File: src/verilog/mosaic_macros.svh
// widths, burst geometry and DDR layout constants for the mosaic line reader
`ifndef MOSAIC_MACROS_SVH
`define MOSAIC_MACROS_SVH

// bus widths
`define MR_ADDR_W 28
`define MR_DATA_W 64

// one burst is MR_BURST_LEN beats of 64 bits
`define MR_BURST_LEN 4
`define MR_ADDR_STEP (`MR_BURST_LEN * 8)

// tile geometry
`define MR_LINE_BURSTS 2  // bursts per tile per display line
`define MR_TILE_ROWS 3    // lines in one tile frame
`define MR_TILE_FRAME_SPAN (`MR_LINE_BURSTS * `MR_TILE_ROWS * `MR_ADDR_STEP)

// each tile owns two banks, frames 2 and 3 use the upper one
`define MR_FRAME_OFFSET 1024
`define MR_TILE_SPACING (2 * `MR_FRAME_OFFSET)

`endif

File: src/verilog/mosaic_pkg.sv
// shared types for the mosaic line reader
// tile index, DDR address, read beat and sequencer states

`include "mosaic_macros.svh"

package mosaic_pkg;

    typedef logic [1:0] tile_t;                 // one of four tiles
    typedef logic [`MR_ADDR_W-1:0] addr_t;      // DDR word address
    typedef logic [`MR_DATA_W-1:0] data_t;      // one R beat

    // burst sequencer states
    typedef enum logic [1:0] {
        idle,
        addr_wait,  // request out, waiting for AR accept
        data_wait   // burst in flight, waiting for rlast
    } seq_state_e;

endpackage

File: src/verilog/burst_cmd_if.sv
// burst request handshake between sequencer, address generator and AXI reader
`timescale 1ns/1ps

interface burst_cmd_if;

    logic               req;      // sequencer wants one burst
    mosaic_pkg::tile_t  tile;     // tile the burst reads
    mosaic_pkg::addr_t  addr;     // burst start address
    logic               granted;  // AR accepted, one cycle
    logic               done;     // beat with rlast, one cycle

    modport seq (
        output req,
        output tile,
        input  granted,
        input  done
    );

    modport addr_gen (
        input  tile,
        input  granted,
        output addr
    );

    modport reader (
        input  req,
        input  addr,
        output granted,
        output done
    );

endinterface

File: src/verilog/line_trigger.sv
// sync edge detection and line-read enable
`timescale 1ns/1ps

module line_trigger (
    input  logic clk,
    input  logic rst,
    input  logic init_done,
    input  logic hdmi_vsync,
    input  logic hdmi_href,
    input  logic line_done,
    output logic line_active,
    output logic frame_start
);

    logic vsync_d1;
    logic href_d1;
    logic vsync_rise;
    logic vsync_fall;
    logic href_fall;

    assign vsync_rise = hdmi_vsync & ~vsync_d1;
    assign vsync_fall = ~hdmi_vsync & vsync_d1;
    assign href_fall  = ~hdmi_href & href_d1;

    always_ff @(posedge clk or negedge rst) begin
        if (!rst) begin
            vsync_d1 <= 1'b0;
            href_d1  <= 1'b0;
        end else begin
            vsync_d1 <= hdmi_vsync;
            href_d1  <= hdmi_href;
        end
    end

    // a line starts on href fall, or on the vsync fall that opens the frame
    always_ff @(posedge clk or negedge rst) begin
        if (!rst) begin
            line_active <= 1'b0;
        end else if ((href_fall || vsync_fall) && init_done) begin
            line_active <= 1'b1;
        end else if (line_done || vsync_rise) begin
            line_active <= 1'b0;  // new frame aborts any line in progress
        end
    end

    always_ff @(posedge clk or negedge rst) begin
        if (!rst) begin
            frame_start <= 1'b0;
        end else begin
            frame_start <= vsync_rise;
        end
    end

endmodule

File: src/verilog/tile_sequencer.sv
// walks tiles 0 to 3 per display line, MR_LINE_BURSTS bursts each
`timescale 1ns/1ps

`include "mosaic_macros.svh"

module tile_sequencer (
    input  logic clk,
    input  logic rst,
    input  logic line_active,
    input  logic frame_start,
    burst_cmd_if.seq cmd,
    output logic line_done
);

    localparam int CNT_W = $clog2(`MR_LINE_BURSTS + 1);

    mosaic_pkg::seq_state_e state;
    mosaic_pkg::tile_t      tile;
    logic [CNT_W-1:0]       burst_cnt;
    logic                   last_burst;
    logic                   last_tile;

    assign last_burst = (burst_cnt == CNT_W'(`MR_LINE_BURSTS - 1));
    assign last_tile  = (tile == mosaic_pkg::tile_t'(3));

    assign cmd.req  = (state == mosaic_pkg::addr_wait);
    assign cmd.tile = tile;

    // final beat of the last burst of tile 3
    assign line_done = (state == mosaic_pkg::data_wait) && cmd.done && last_burst && last_tile;

    always_ff @(posedge clk or negedge rst) begin
        if (!rst) begin
            state     <= mosaic_pkg::idle;
            tile      <= '0;
            burst_cnt <= '0;
        end else if (frame_start || !line_active) begin
            state     <= mosaic_pkg::idle;
            tile      <= '0;
            burst_cnt <= '0;
        end else begin
            case (state)
                mosaic_pkg::idle: begin
                    state     <= mosaic_pkg::addr_wait;  // enter tile 0
                    tile      <= '0;
                    burst_cnt <= '0;
                end
                mosaic_pkg::addr_wait: begin
                    if (cmd.granted) begin
                        state <= mosaic_pkg::data_wait;
                    end
                end
                mosaic_pkg::data_wait: begin
                    if (cmd.done) begin
                        if (!last_burst) begin
                            burst_cnt <= burst_cnt + 1'b1;
                            state     <= mosaic_pkg::addr_wait;
                        end else if (!last_tile) begin
                            burst_cnt <= '0;
                            tile      <= tile + 1'b1;  // next tile on the same line
                            state     <= mosaic_pkg::addr_wait;
                        end else begin
                            burst_cnt <= '0;
                            state     <= mosaic_pkg::idle;
                        end
                    end
                end
                default: begin
                    state <= mosaic_pkg::idle;
                end
            endcase
        end
    end

endmodule

File: src/verilog/tile_address_gen.sv
// per-tile read offsets and frame counts, burst address composition
`timescale 1ns/1ps

`include "mosaic_macros.svh"

module tile_address_gen (
    input  logic clk,
    input  logic rst,
    input  logic frame_start,
    burst_cmd_if.addr_gen cmd
);

    localparam mosaic_pkg::addr_t STEP = mosaic_pkg::addr_t'(`MR_ADDR_STEP);
    localparam mosaic_pkg::addr_t LAST_OFFSET =
        mosaic_pkg::addr_t'(`MR_TILE_FRAME_SPAN - `MR_ADDR_STEP);

    mosaic_pkg::addr_t offset [4];     // running offset inside the tile frame
    logic [1:0]        frame_cnt [4];  // frames read per tile
    mosaic_pkg::addr_t tile_base;
    mosaic_pkg::addr_t bank_offset;
    mosaic_pkg::addr_t cur_offset;

    always_comb begin
        tile_base  = mosaic_pkg::addr_t'(cmd.tile) * mosaic_pkg::addr_t'(`MR_TILE_SPACING);
        cur_offset = offset[cmd.tile];
        // frame counts 2 and 3 sit in the second bank
        if (frame_cnt[cmd.tile][1]) begin
            bank_offset = mosaic_pkg::addr_t'(`MR_FRAME_OFFSET);
        end else begin
            bank_offset = '0;
        end
    end

    always_ff @(posedge clk or negedge rst) begin
        if (!rst) begin
            for (int i = 0; i < 4; i++) begin
                offset[i]    <= '0;
                frame_cnt[i] <= '0;
            end
        end else if (frame_start) begin
            for (int i = 0; i < 4; i++) begin
                offset[i] <= '0;  // frame counts carry over
            end
        end else if (cmd.granted) begin
            if (cur_offset == LAST_OFFSET) begin
                offset[cmd.tile]    <= '0;
                frame_cnt[cmd.tile] <= frame_cnt[cmd.tile] + 1'b1;  // 3 wraps to 0
            end else begin
                offset[cmd.tile] <= cur_offset + STEP;
            end
        end
    end

    // follows tile and offset one cycle later
    always_ff @(posedge clk) begin
        cmd.addr <= tile_base + bank_offset + cur_offset;
    end

endmodule

File: src/verilog/axi_burst_reader.sv
// AXI AR/R handling for one outstanding burst with R beats passed to the line buffer
`timescale 1ns/1ps

module axi_burst_reader (
    input  logic clk,
    input  logic rst,
    burst_cmd_if.reader cmd,
    output logic              axi_arvalid,
    input  logic              axi_arready,
    output mosaic_pkg::addr_t axi_araddr,
    output logic              axi_rready,
    input  logic              axi_rvalid,
    input  mosaic_pkg::data_t axi_rdata,
    input  logic              axi_rlast,
    output logic              buf_wr_en,
    output mosaic_pkg::data_t buf_wr_data
);

    logic beat;

    assign beat = axi_rvalid & axi_rready;

    // addr is stable from the first arvalid cycle until the grant
    assign axi_araddr = cmd.addr;

    assign cmd.granted = axi_arvalid & axi_arready;
    assign cmd.done    = beat & axi_rlast;

    assign buf_wr_en   = beat;
    assign buf_wr_data = axi_rdata;

    always_ff @(posedge clk or negedge rst) begin
        if (!rst) begin
            axi_arvalid <= 1'b0;
            axi_rready  <= 1'b0;
        end else begin
            if (axi_arvalid) begin
                if (axi_arready) begin
                    axi_arvalid <= 1'b0;
                    axi_rready  <= 1'b1;  // burst now outstanding
                end
            end else if (cmd.req && !axi_rready) begin
                axi_arvalid <= 1'b1;
            end
            if (cmd.done) begin
                axi_rready <= 1'b0;
            end
        end
    end

endmodule

File: src/verilog/mosaic_line_reader.sv
// mosaic line reader top level reading four quarter-size tiles per display line from DDR
`timescale 1ns/1ps

`include "mosaic_macros.svh"

module mosaic_line_reader (
    input  logic              clk,
    input  logic              rst,
    input  logic              hdmi_vsync,
    input  logic              hdmi_href,
    input  logic              init_done,
    output logic              buf_wr_en,
    output mosaic_pkg::data_t buf_wr_data,
    output logic              axi_arvalid,
    input  logic              axi_arready,
    output mosaic_pkg::addr_t axi_araddr,
    output logic [3:0]        axi_arlen,
    output logic [2:0]        axi_arsize,
    output logic [1:0]        axi_arburst,
    output logic              axi_rready,
    input  mosaic_pkg::data_t axi_rdata,
    input  logic              axi_rvalid,
    input  logic              axi_rlast
);

    logic line_active;
    logic frame_start;
    logic line_done;

    burst_cmd_if cmd_if ();

    // fixed incrementing bursts of full-width beats
    assign axi_arlen   = 4'(`MR_BURST_LEN - 1);
    assign axi_arsize  = 3'($clog2(`MR_DATA_W / 8));
    assign axi_arburst = 2'b01;

    line_trigger line_trigger_i (
        .clk         (clk),
        .rst         (rst),
        .init_done   (init_done),
        .hdmi_vsync  (hdmi_vsync),
        .hdmi_href   (hdmi_href),
        .line_done   (line_done),
        .line_active (line_active),
        .frame_start (frame_start)
    );

    tile_sequencer tile_sequencer_i (
        .clk         (clk),
        .rst         (rst),
        .line_active (line_active),
        .frame_start (frame_start),
        .cmd         (cmd_if.seq),
        .line_done   (line_done)
    );

    tile_address_gen tile_address_gen_i (
        .clk         (clk),
        .rst         (rst),
        .frame_start (frame_start),
        .cmd         (cmd_if.addr_gen)
    );

    axi_burst_reader axi_burst_reader_i (
        .clk         (clk),
        .rst         (rst),
        .cmd         (cmd_if.reader),
        .axi_arvalid (axi_arvalid),
        .axi_arready (axi_arready),
        .axi_araddr  (axi_araddr),
        .axi_rready  (axi_rready),
        .axi_rvalid  (axi_rvalid),
        .axi_rdata   (axi_rdata),
        .axi_rlast   (axi_rlast),
        .buf_wr_en   (buf_wr_en),
        .buf_wr_data (buf_wr_data)
    );

endmodule

File: config.mk
export PLATFORM = sky130hd
export DESIGN_NAME = mosaic_line_reader
export DESIGN_NICKNAME = d
export VERILOG_FILES = /design/src/verilog/mosaic_pkg.sv /design/src/verilog/burst_cmd_if.sv /design/src/verilog/line_trigger.sv /design/src/verilog/tile_sequencer.sv /design/src/verilog/tile_address_gen.sv /design/src/verilog/axi_burst_reader.sv /design/src/verilog/mosaic_line_reader.sv
export VERILOG_INCLUDE_DIRS = /design/src /design/src/verilog
export SDC_FILE = /design/constraint.sdc
export NUM_CORES = 1
export LEC_CHECK = 0
export BUFFER_PORTS_ARGS = -buffer_cell sky130_fd_sc_hd__buf_2
export CORE_MARGIN = 8
export CORE_UTILIZATION = 35
export CTS_CLUSTER_SIZE = 25
export DETAILED_ROUTE_END_ITERATION = 8
export HOLD_SLACK_MARGIN = 0.06
export PLACE_DENSITY = 0.58
export SLEW_MARGIN = 0
export SYNTH_ARGS = -nofsm -noshare
export SYNTH_HDL_FRONTEND = slang
export SYNTH_SLANG_ARGS = --single-unit
File: constraint.sdc
create_clock -name clk -period 7.27 [get_ports clk]
set_clock_uncertainty 0.2 [all_clocks]
set_input_delay 1.454 -clock clk [delete_from_list [all_inputs] [get_ports clk]]
set_output_delay 1.454 -clock clk [all_outputs]
set_load 0.005 [all_outputs]
Word level (Yosys, flattened, before mapping)
Index checks and enable logic that the tools add are counted.
{"block": "totals", "out_inout_bits": 104, "wordCells": 109, "in_bits": 72, "reg_bits": 160}
{"block": "classes", "n_lt_le_gt_ge": 2, "n_addsub": 6, "eq_ne": 9, "n_reduce_logical": 22, "bitwise_logic": 13, "n_mux": 39}
{"cell": "112-bit 2-to-1 mux", "count": 3}
{"cell": "112-bit bitwise AND", "count": 1}
{"cell": "112-bit bitwise mux", "count": 1}
{"cell": "112-bit NOT", "count": 1}
{"cell": "28-bit 2-to-1 mux", "count": 3}
{"cell": "28-bit binary-select mux with 2-bit select", "count": 1}
{"cell": "28-bit demux with 2-bit select", "count": 1}
{"cell": "13-bit by 28-bit adder with 28-bit output", "count": 1}
{"cell": "28-bit adder", "count": 1}
{"cell": "28-bit by 6-bit adder with 28-bit output, second input constant", "count": 1}
{"cell": "28-bit by 8-bit == test with 1-bit output, second input constant", "count": 1}
{"cell": "2-bit 2-to-1 mux", "count": 14}
{"cell": "11-bit 2-to-1 mux", "count": 1}
{"cell": "1-bit 2-to-1 mux", "count": 9}
{"cell": "8-bit bitwise mux", "count": 1}
{"cell": "2-bit one-hot mux with 2 select lines", "count": 2}
{"cell": "2-bit nonzero test", "count": 4}
{"cell": "2-bit by 1-bit adder with 2-bit output, second input constant", "count": 3}
{"cell": "1-bit bitwise AND", "count": 6}
{"cell": "1-bit logical AND", "count": 6}
{"cell": "3-bit by 2-bit inequality test with 1-bit output, second input constant", "count": 2}
{"cell": "3-bit inequality test, second input constant", "count": 2}
{"cell": "2-bit one-hot mux with 3 select lines", "count": 1}
{"cell": "2-bit AND reduction", "count": 3}
{"cell": "14 further kinds", "count": 22}

Depth between registers and ports, before layout
Gate-level depths: netlist of run 1.
{"block": "depth", "ltp_word": 10, "mapped_depth": 11, "ltp_nobuf": 8}

Modules after synthesis
Synthesis of run 1 repeated with hierarchy kept, for this count alone.
{"block": "hier_totals", "hier_cells": 758, "area_unflattened_um2": 8136.6}
{"module": "tile_address_gen", "seq_area_each_um2": 3563.4, "cells_each": 600, "instances": 1, "area_each_um2": 6782.8}
{"module": "axi_burst_reader", "seq_area_each_um2": 50.0, "cells_each": 102, "instances": 1, "area_each_um2": 793.3}
{"module": "tile_sequencer", "seq_area_each_um2": 150.1, "cells_each": 35, "instances": 1, "area_each_um2": 350.3}
{"module": "line_trigger", "seq_area_each_um2": 100.1, "cells_each": 10, "instances": 1, "area_each_um2": 135.1}
{"module": "mosaic_line_reader", "seq_area_each_um2": 0.0, "cells_each": 11, "instances": 1, "area_each_um2": 75.1}

Worst setup path after synthesis of run 1
No wires, ideal clock.
{"block": "synth_path", "path_kind": "input to output", "start": "input axi_rvalid", "end": "output buf_wr_en", "arrival_ns": 1.597, "path_stages": 1, "setup_slack_ns": 4.019, "n_path_buf": 0, "required_time_ns": 5.616, "cell_sequence": "and2_1"}
{"block": "synth_between", "elab_chain_cells": 1}
{"item": "from (decl)", "line_no": "mosaic_line_reader.sv:22", "rtl": "input logic axi_rvalid,"}
{"item": "1-bit bitwise AND", "line_no": "axi_burst_reader.sv:21", "rtl": "assign beat = axi_rvalid & axi_rready;"}
{"item": "to (decl)", "line_no": "mosaic_line_reader.sv:12", "rtl": "output logic buf_wr_en,"}
No other way between the ends.

Final worst setup path of run 1
{"block": "layout_path", "start": "register tile_sequencer_i.tile[0] (netlist: tile_sequencer_i.cmd.tile[0])", "end": "register tile_address_gen_i.frame_cnt[0] in the netlist's numbering"}
{"block": "layout_between", "elab_chain_cells": 6, "word_cells_on_any_way": 16, "classes_between": "1 x add/sub; 2 x order compare; 1 x eq/ne; 9 x mux; 1 x bitwise; 2 x reduce/logical"}
{"item": "from (decl)", "line_no": "tile_sequencer.sv:18", "rtl": "mosaic_pkg::tile_t tile;"}
{"item": "from (signal assigned)", "line_no": "tile_sequencer.sv:60", "rtl": "tile <= tile + 1'b1;"}
{"item": "2-bit NOT with 3-bit output (not written as such) (*)", "line_no": "tile_address_gen.sv:25, tile_address_gen.sv:47"}
{"item": "28-bit binary-select mux with 2-bit select, or another cell as far along", "line_no": "tile_address_gen.sv:25", "rtl": "cur_offset = offset[cmd.tile];"}
{"item": "28-bit 2-to-1 mux (not written as such), or another cell as far along", "line_no": "tile_address_gen.sv:25"}
{"item": "28-bit 2-to-1 mux (not written as such) or 2-bit 2-to-1 mux (tied branches)", "line_no": "tile_address_gen.sv:25, tile_address_gen.sv:47"}
{"item": "28-bit by 8-bit == test with 1-bit output, or another cell as far along", "line_no": "tile_address_gen.sv:45", "rtl": "if (cur_offset == LAST_OFFSET) begin"}
{"item": "3-bit AND reduction (no line) or 8-bit bitwise mux (tied branches)"}
{"item": "to (signal, indexed assignment)", "line_no": "tile_address_gen.sv:47", "rtl": "frame_cnt[cmd.tile] <= frame_cnt[cmd.tile] + 1'b1;"}
{"item": "to (decl)", "line_no": "tile_address_gen.sv:18", "rtl": "logic [1:0] frame_cnt [4];"}
Mark *: on every way between the ends. The rest lies on a longest branch, timed or not. The select of a mux whose other input is x is not followed.
A chain may end at the register's enable or synchronous reset.

==> results of run 1 <==
==> registers in the layout (all words and copies together) (netlist names), 2 cells and up <==
signal                        cells
tile_address_gen_i.offset       112
tile_address_gen_i.cmd.addr      28
tile_address_gen_i.frame_cnt      8
tile_sequencer_i.burst_cnt        2
tile_sequencer_i.cmd.tile         2
tile_sequencer_i.state            2
==> worst max-delay path, delay by kind of cell (launching register included) <==
kind	cells	cell delay (ps)
buffers and inverters	1	450
flip-flops	1	770
multiplexers	2	1020
AND/OR/NAND/NOR	4	1310
==> cell usage after synthesis, drive strengths merged, types with 4 or more instances <==
cell type / instances / area [um2]
a211oi: 52 / 390
and2: 5 / 31.3
or3: 4 / 25.0
clkbuf: 35 / 131
nand2: 93 / 349
mux2: 10 / 113
dfrtp: 132 / 3300
o211ai: 4 / 30.0
a21boi: 5 / 37.5
dfxtp: 28 / 561
xnor2: 21 / 184
mux4: 29 / 653
and4b: 5 / 50.1
nor4: 12 / 145
o21ai: 25 / 125
ha: 8 / 100
nor3: 12 / 65.1
buf: 85 / 646
nand3: 8 / 45.0
nor3b: 4 / 30.0
inv: 7 / 26.3
a21oi: 57 / 285
nand4: 12 / 81.3
nor2: 85 / 327
and3: 5 / 31.3
xor2: 11 / 96.3
==> path summary, 6_finish.rpt <==
path                                                          start                                           to  slack [ps]  cells past startpoint
setup / recovery           tile_sequencer_i.cmd.tile[0]$_DFFE_PN0P_  tile_address_gen_i.frame_cnt[0]$_DFFE_PN0P_        3380                      7
hold / removal                    line_trigger_i.vsync_d1$_DFF_PN0_         line_trigger_i.frame_start$_DFF_PN0_         240                      1
setup reg to reg           tile_sequencer_i.cmd.tile[0]$_DFFE_PN0P_  tile_address_gen_i.frame_cnt[0]$_DFFE_PN0P_        3380                      7
hold reg to reg                   line_trigger_i.vsync_d1$_DFF_PN0_         line_trigger_i.frame_start$_DFF_PN0_         240                      1
max in group asynchronous                                       rst         line_trigger_i.frame_start$_DFF_PN0_        4650                      2
min in group asynchronous                                       rst     tile_address_gen_i.offset[1]$_DFFE_PN0P_         820                      1
==> cells by family after synthesis <==
group / count (synthesis) / share of synthesized area
mux: 41 / 0.0973
other cells: 2 / 0.000930
xor+xnor: 32 / 0.0347
fa+ha+maj: 9 / 0.0149
simple gates: 259 / 0.159
compound gates: 151 / 0.115
buf+inv: 127 / 0.0994
flops: 160 / 0.478
==> layout by cell type (no fill, tap or decap), types with 3 or more instances in the layout <==
cell         n
a21oi_1     57
o21ai_1      8
clkinv_4     4
a211oi_1    52
o211ai_1     4
xnor2_1     21
nand3_1      7
nor4_4       3
nor3_1      11
dfrtp_1    130
clkinv_2     3
nor4_1       5
xor2_1      11
buf_4        8
o21ai_0     17
nand2b_1     3
and3_1       5
inv_1        7
buf_2       37
conb_1       9
ha_1         8
and2_1       5
clkbuf_16   18
nand4_1     11
nand2_1     93
nor4_2       4
nor3b_1      4
mux4_2      29
nor2_1      84
a21boi_0     5
dfxtp_1     28
and4b_1      5
or3_1        4
bufinv_16    3
mux2_1       8
==> power by group <==
group / total, mW / switching (mW) / internal [mW]
clock network: 0.948 / 0.376 / 0.572
logic: 0.483 / 0.304 / 0.179
registers: 1.02 / 0.0463 / 0.978
total: 2.45 / 0.726 / 1.73
==> area by class of cell <==
type | instances | area (um2)
clock buffers | 20 | 468
multi-input cells | 501 | 3440
inverters | 7 | 26.3
well taps | 285 | 357
flip-flops and latches | 160 | 3870
clock inverters | 12 | 156
repair buffers | 46 | 256
fillers | 2237 | 14100
==> per-layer routing <==
metal | vias to the layer above | track usage | wire, um
met3 | 17 | 0.0386 | 1070
li1 | 2568 | - | -
met4 | 0 | 0.0423 | 204
met5 | - | 0 | 0
met1 | 2702 | 0.182 | 8680
met2 | 154 | 0.217 | 8940
==> through the flow <==
stage / setup slack, ps / instance area (um2) / hold slack [ps] / instances / total power [mW]
5_1_grt: 3080 / 8570 / 279 / 1031 / 2.57
3_5_place_dp: 3290 / 7950 / 230 / 999 / 1.53
3_3_place_gp: 3380 / 7950 / 222 / 999 / 1.53
4_1_cts: 3280 / 8570 / 241 / 1031 / 2.48
2_1_floorplan: 4020 / 8100 / 215 / 788 / 1.39
6_report: 3380 / 8570 / 241 / 1031 / 2.45
==> metrics, run 1 <==
initial cell density of the core 0.357; FF+latch count, synth 160; Core Box Area 0.0226 mm2; gpl congestion 0.798; Data required, critical path 7370 ps; I/O Buffers 38; initial antenna violation count 0; clk buf depth 2; crit path DAT 3990 ps; Die X 168 um; CTS tree done; Post-route DRC 0; hold-fix buffers at CTS 0; Placement Rows 55; ant diodes 0; Syn. warnings 0; global route overflow 0; top_reg_cell synth dfrtp_1; area growth from synthesis to final layout 6.09%; DR iter-0 viols 471; hold crit path type reg -> reg; crit path kind reg -> reg; Max-Cap Viols 0; htree depth 4; Final Hold Viols 0; Worst-path clk slew 60 ps; maximum vdd drop 0.126 mV; Die Ht 168 um; final core occ 0.379; cts bufs inserted 17; Cell variety after synth 58; final wirelength 18.9 mm; via count 5,441; ys async rst share 0.825; share of cells above drive strength 1 0.168; post-synth design cell area 0.00808 mm2; Top Ports 176; Skew-Pair Late Insertion Delay 430 ps; Worst setup EP type flip-flop; Fmax 257 MHz; startpoint types flip-flop; Vias/cell 5.28; crit-path max FO 20; Avg Synthesized Cell Area 10.3 um2; first-pass GRT wire length 31.0 mm; power density over the cells 286 mW/mm2; DRT antenna net count 0; Final setup violation count 0; RSZ-0062 raised after global routing no; CTS resizes 0; sequential-to-total area share from yosys stat 0.478; Tcrit/Tclk final 0.535; gr usage total 0.138; Period minus WS final 3890 ps; Post-CTS Setup Inserts 0; Final nets 814; crit-path cells buf_4 > mux4_2 > nor4_1 > nand3_1 > nor2_4 > and4b_1 > mux2_1; CP max-delay cell dfrtp_2; WL/cell 18.3 um; Pins Over Slew Limit 0; vias in the first global route 5,583; Pleak 3.50 nW; post-DP HPWL 11.8 mm; status finished, final reports clean; pin count of the biggest net entering global routing 69; CTS root buf clkbuf_16; Initial DRT Pass Iterations 5; DIE AREA 0.0282 mm2; Post-synth EDFFs 0; setup TNS 0 ps; worst rel slew slack 0.410; CP max stage delay 770 ps; Syn Inst Count 781; worst-margin pin slew 884 ps; clock sinks 160
Power figures use the tool's default switching activity.
==> inputs of run 2 (changes only) <==
==> constraint.sdc (replaced) <==
create_clock -name clk -period 4 [get_ports clk]
set_clock_uncertainty 0.2 [all_clocks]
set_input_delay 0.8 -clock clk [delete_from_list [all_inputs] [get_ports clk]]
set_output_delay 0.8 -clock clk [all_outputs]
set_load 0.005 [all_outputs]
==> metrics, run 2 (synthesis gave the netlist of run 1 again) <==
status finished, final reports clean; top flop regs tile_address_gen_i.offset (112), tile_address_gen_i.cmd.addr (28), tile_address_gen_i.frame_cnt (8); Vias/cell 5.27 (-0.13%); Post-route DRC 0 (unchanged); CP max stage delay 670 ps (-100 ps); hold crit path type in -> async; WL/cell 18.2 um (-0.74%); Skew-Pair Late Insertion Delay 430 ps (about the same); initial cell density of the core 0.357 (unchanged); Fmax 270 MHz (+5.0%); startpoint types flip-flop; Largest Register tile_address_gen_i.offset; via count 5,476 (+0.64%); CTS resizes 0 (unchanged); commonest non-fill, non-tap cell in the layout dfrtp_1; CTS root buf clkbuf_16; crit-path cells buf_4 > mux4_2 > nor4_1 > nand3_1 > nor2_4 > and4b_1 > mux2_1; Data required, critical path 4110 ps (-3260 ps); Largest register FFs 112 (unchanged); global route overflow 0 (unchanged); worst rel slew slack 0.483 (+0.0722); hold-fix buffers at CTS 0 (unchanged); power density over the cells 527 mW/mm2 (+84%); crit path kind reg -> reg; ant diodes 0 (unchanged); filler cell count in the final layout 2,209 (-1.3%); htree depth 4 (unchanged); maximum vdd drop 0.239 mV (+90%); area occupied by multi-input gates 0.00344 mm2 (unchanged); CTS tree done; Die Ht 168 um (unchanged); clk buf depth 2 (unchanged); pin count of the biggest net entering global routing 80 (+16%); DIE AREA 0.0282 mm2 (unchanged); Period minus WS final 3700 ps (-187 ps); clock sinks 160 (unchanged); area post-placement 0.00803 mm2 (+1.1%); initial antenna violation count 1 (+1); cts bufs inserted 17 (unchanged); Core Box Area 0.0226 mm2 (unchanged); worst-margin pin slew 776 ps (-108 ps); DRT antenna net count 0 (unchanged); share of cells above drive strength 1 0.176 (+0.00883); Tot Pwr 4.58 mW (+86%); GR peak layer met2; final wirelength 18.9 mm (about the same); Pleak 3.56 nW (+1.6%); RSZ-0062 raised after global routing no; post-DP HPWL 12.2 mm (+2.8%); vias in the first global route 5,741 (+2.8%); Placement Rows 55 (unchanged); crit-path max FO 16 (-20%); crit path DAT 3810 ps (-180 ps); CP max-delay cell dfrtp_2; FF-to-FF path depth 7 (unchanged); Reg area 0.00387 mm2 (unchanged); met3 usage 0.0384 (-0.000234); Final Hold Viols 0 (unchanged); gr usage total 0.140 (+0.00183); Max-Cap Viols 0 (unchanged); Pins Over Slew Limit 0 (unchanged); Die X 168 um (unchanged); Post-CTS Setup Inserts 0 (unchanged); highest-count cells in the layout ignoring fill and taps dfrtp_1, nand2_1, nor2_1; DR iter-0 viols 445 (-5.5%); setup TNS 0 ps (unchanged); first-pass GRT wire length 31.8 mm (+2.5%); area growth from synthesis to final layout 7.61%; Tcrit/Tclk final 0.926 (+0.391); M1 GR Usage 0.194 (+0.0120); Top Ports 176 (unchanged); post-route cell area 0.00869 mm2 (+1.4%); Initial DRT Pass Iterations 5 (unchanged); Worst-path clk slew 60 ps (about the same); Final nets 822 (+0.98%); Final setup violation count 0 (unchanged); gpl congestion 0.789 (-1.2%); I/O Buffers 38 (unchanged); met2 GRT Util 0.213 (-0.00353); Worst setup EP type flip-flop
[run 2: cell count changes in the layout (fill, tap and decap cells not counted), moves of 2 or more]
cell and change:
clkinv_2 -2, clkinv_4 -2, buf_12 +2, bufinv_16 +2, buf_4 +6
[run 2: final timing paths]
check	to	start	slack, ps
max	tile_address_gen_i.frame_cnt[0]$_DFFE_PN0P_	tile_sequencer_i.cmd.tile[0]$_DFFE_PN0P_	300
min	tile_address_gen_i.offset[31]$_DFFE_PN0P_	rst	210
max reg2reg	tile_address_gen_i.frame_cnt[0]$_DFFE_PN0P_	tile_sequencer_i.cmd.tile[0]$_DFFE_PN0P_	300
min reg2reg	line_trigger_i.frame_start$_DFF_PN0_	line_trigger_i.vsync_d1$_DFF_PN0_	240
max in group asynchronous	tile_address_gen_i.offset[102]$_DFFE_PN0P_	rst	2650
min in group clk	line_trigger_i.frame_start$_DFF_PN0_	line_trigger_i.vsync_d1$_DFF_PN0_	240
[run 2: metal layers]
layer  vias up  part of all wire  wire length, um
met3        15             0.054             1010
met5         -                 0                0
met2       138              0.46             8620
met4         0            0.0088              167
li1       2585                 -                -
met1      2738              0.48             9100
[run 2: worst max-delay path: cells and delay by family, from the launching register on]
| family | cells | cell delay, ps |
|---|---|---|
| simple gates | 4 | 1380 |
| buf+inv | 1 | 350 |
| flops | 1 | 670 |
| mux | 2 | 950 |
[run 2: power breakdown]
group / internal [mW] / switching, mW / leakage, nW
clock: 1.15 / 0.675 / 0.317
combinational: 0.331 / 0.556 / 1.20
sequential: 1.78 / 0.0917 / 2.04
[run 2: cell type report]
class | count | share of cell area
inverter | 7 | 0.00302
clock buffer | 20 | 0.0525
sequential | 160 | 0.445
clock inverter | 12 | 0.0236
timing repair buffer | 54 | 0.0393
tap | 285 | 0.0410
multi-input combinational | 501 | 0.395
[run 2: through the flow]
| stage | std cells | utilization | setup slack (ps) | hold WS [ps] |
|---|---|---|---|---|
| 5_1_grt | 1039 | 0.384 | 95.3 | 249 |
| 3_5_place_dp | 1007 | 0.355 | 344 | 231 |
| 4_1_cts | 1039 | 0.384 | 330 | 240 |
| 6_report | 1039 | 0.384 | 295 | 205 |
| 3_3_place_gp | 1007 | 0.355 | 454 | 220 |
| 2_1_floorplan | 788 | - | 1070 | 215 |
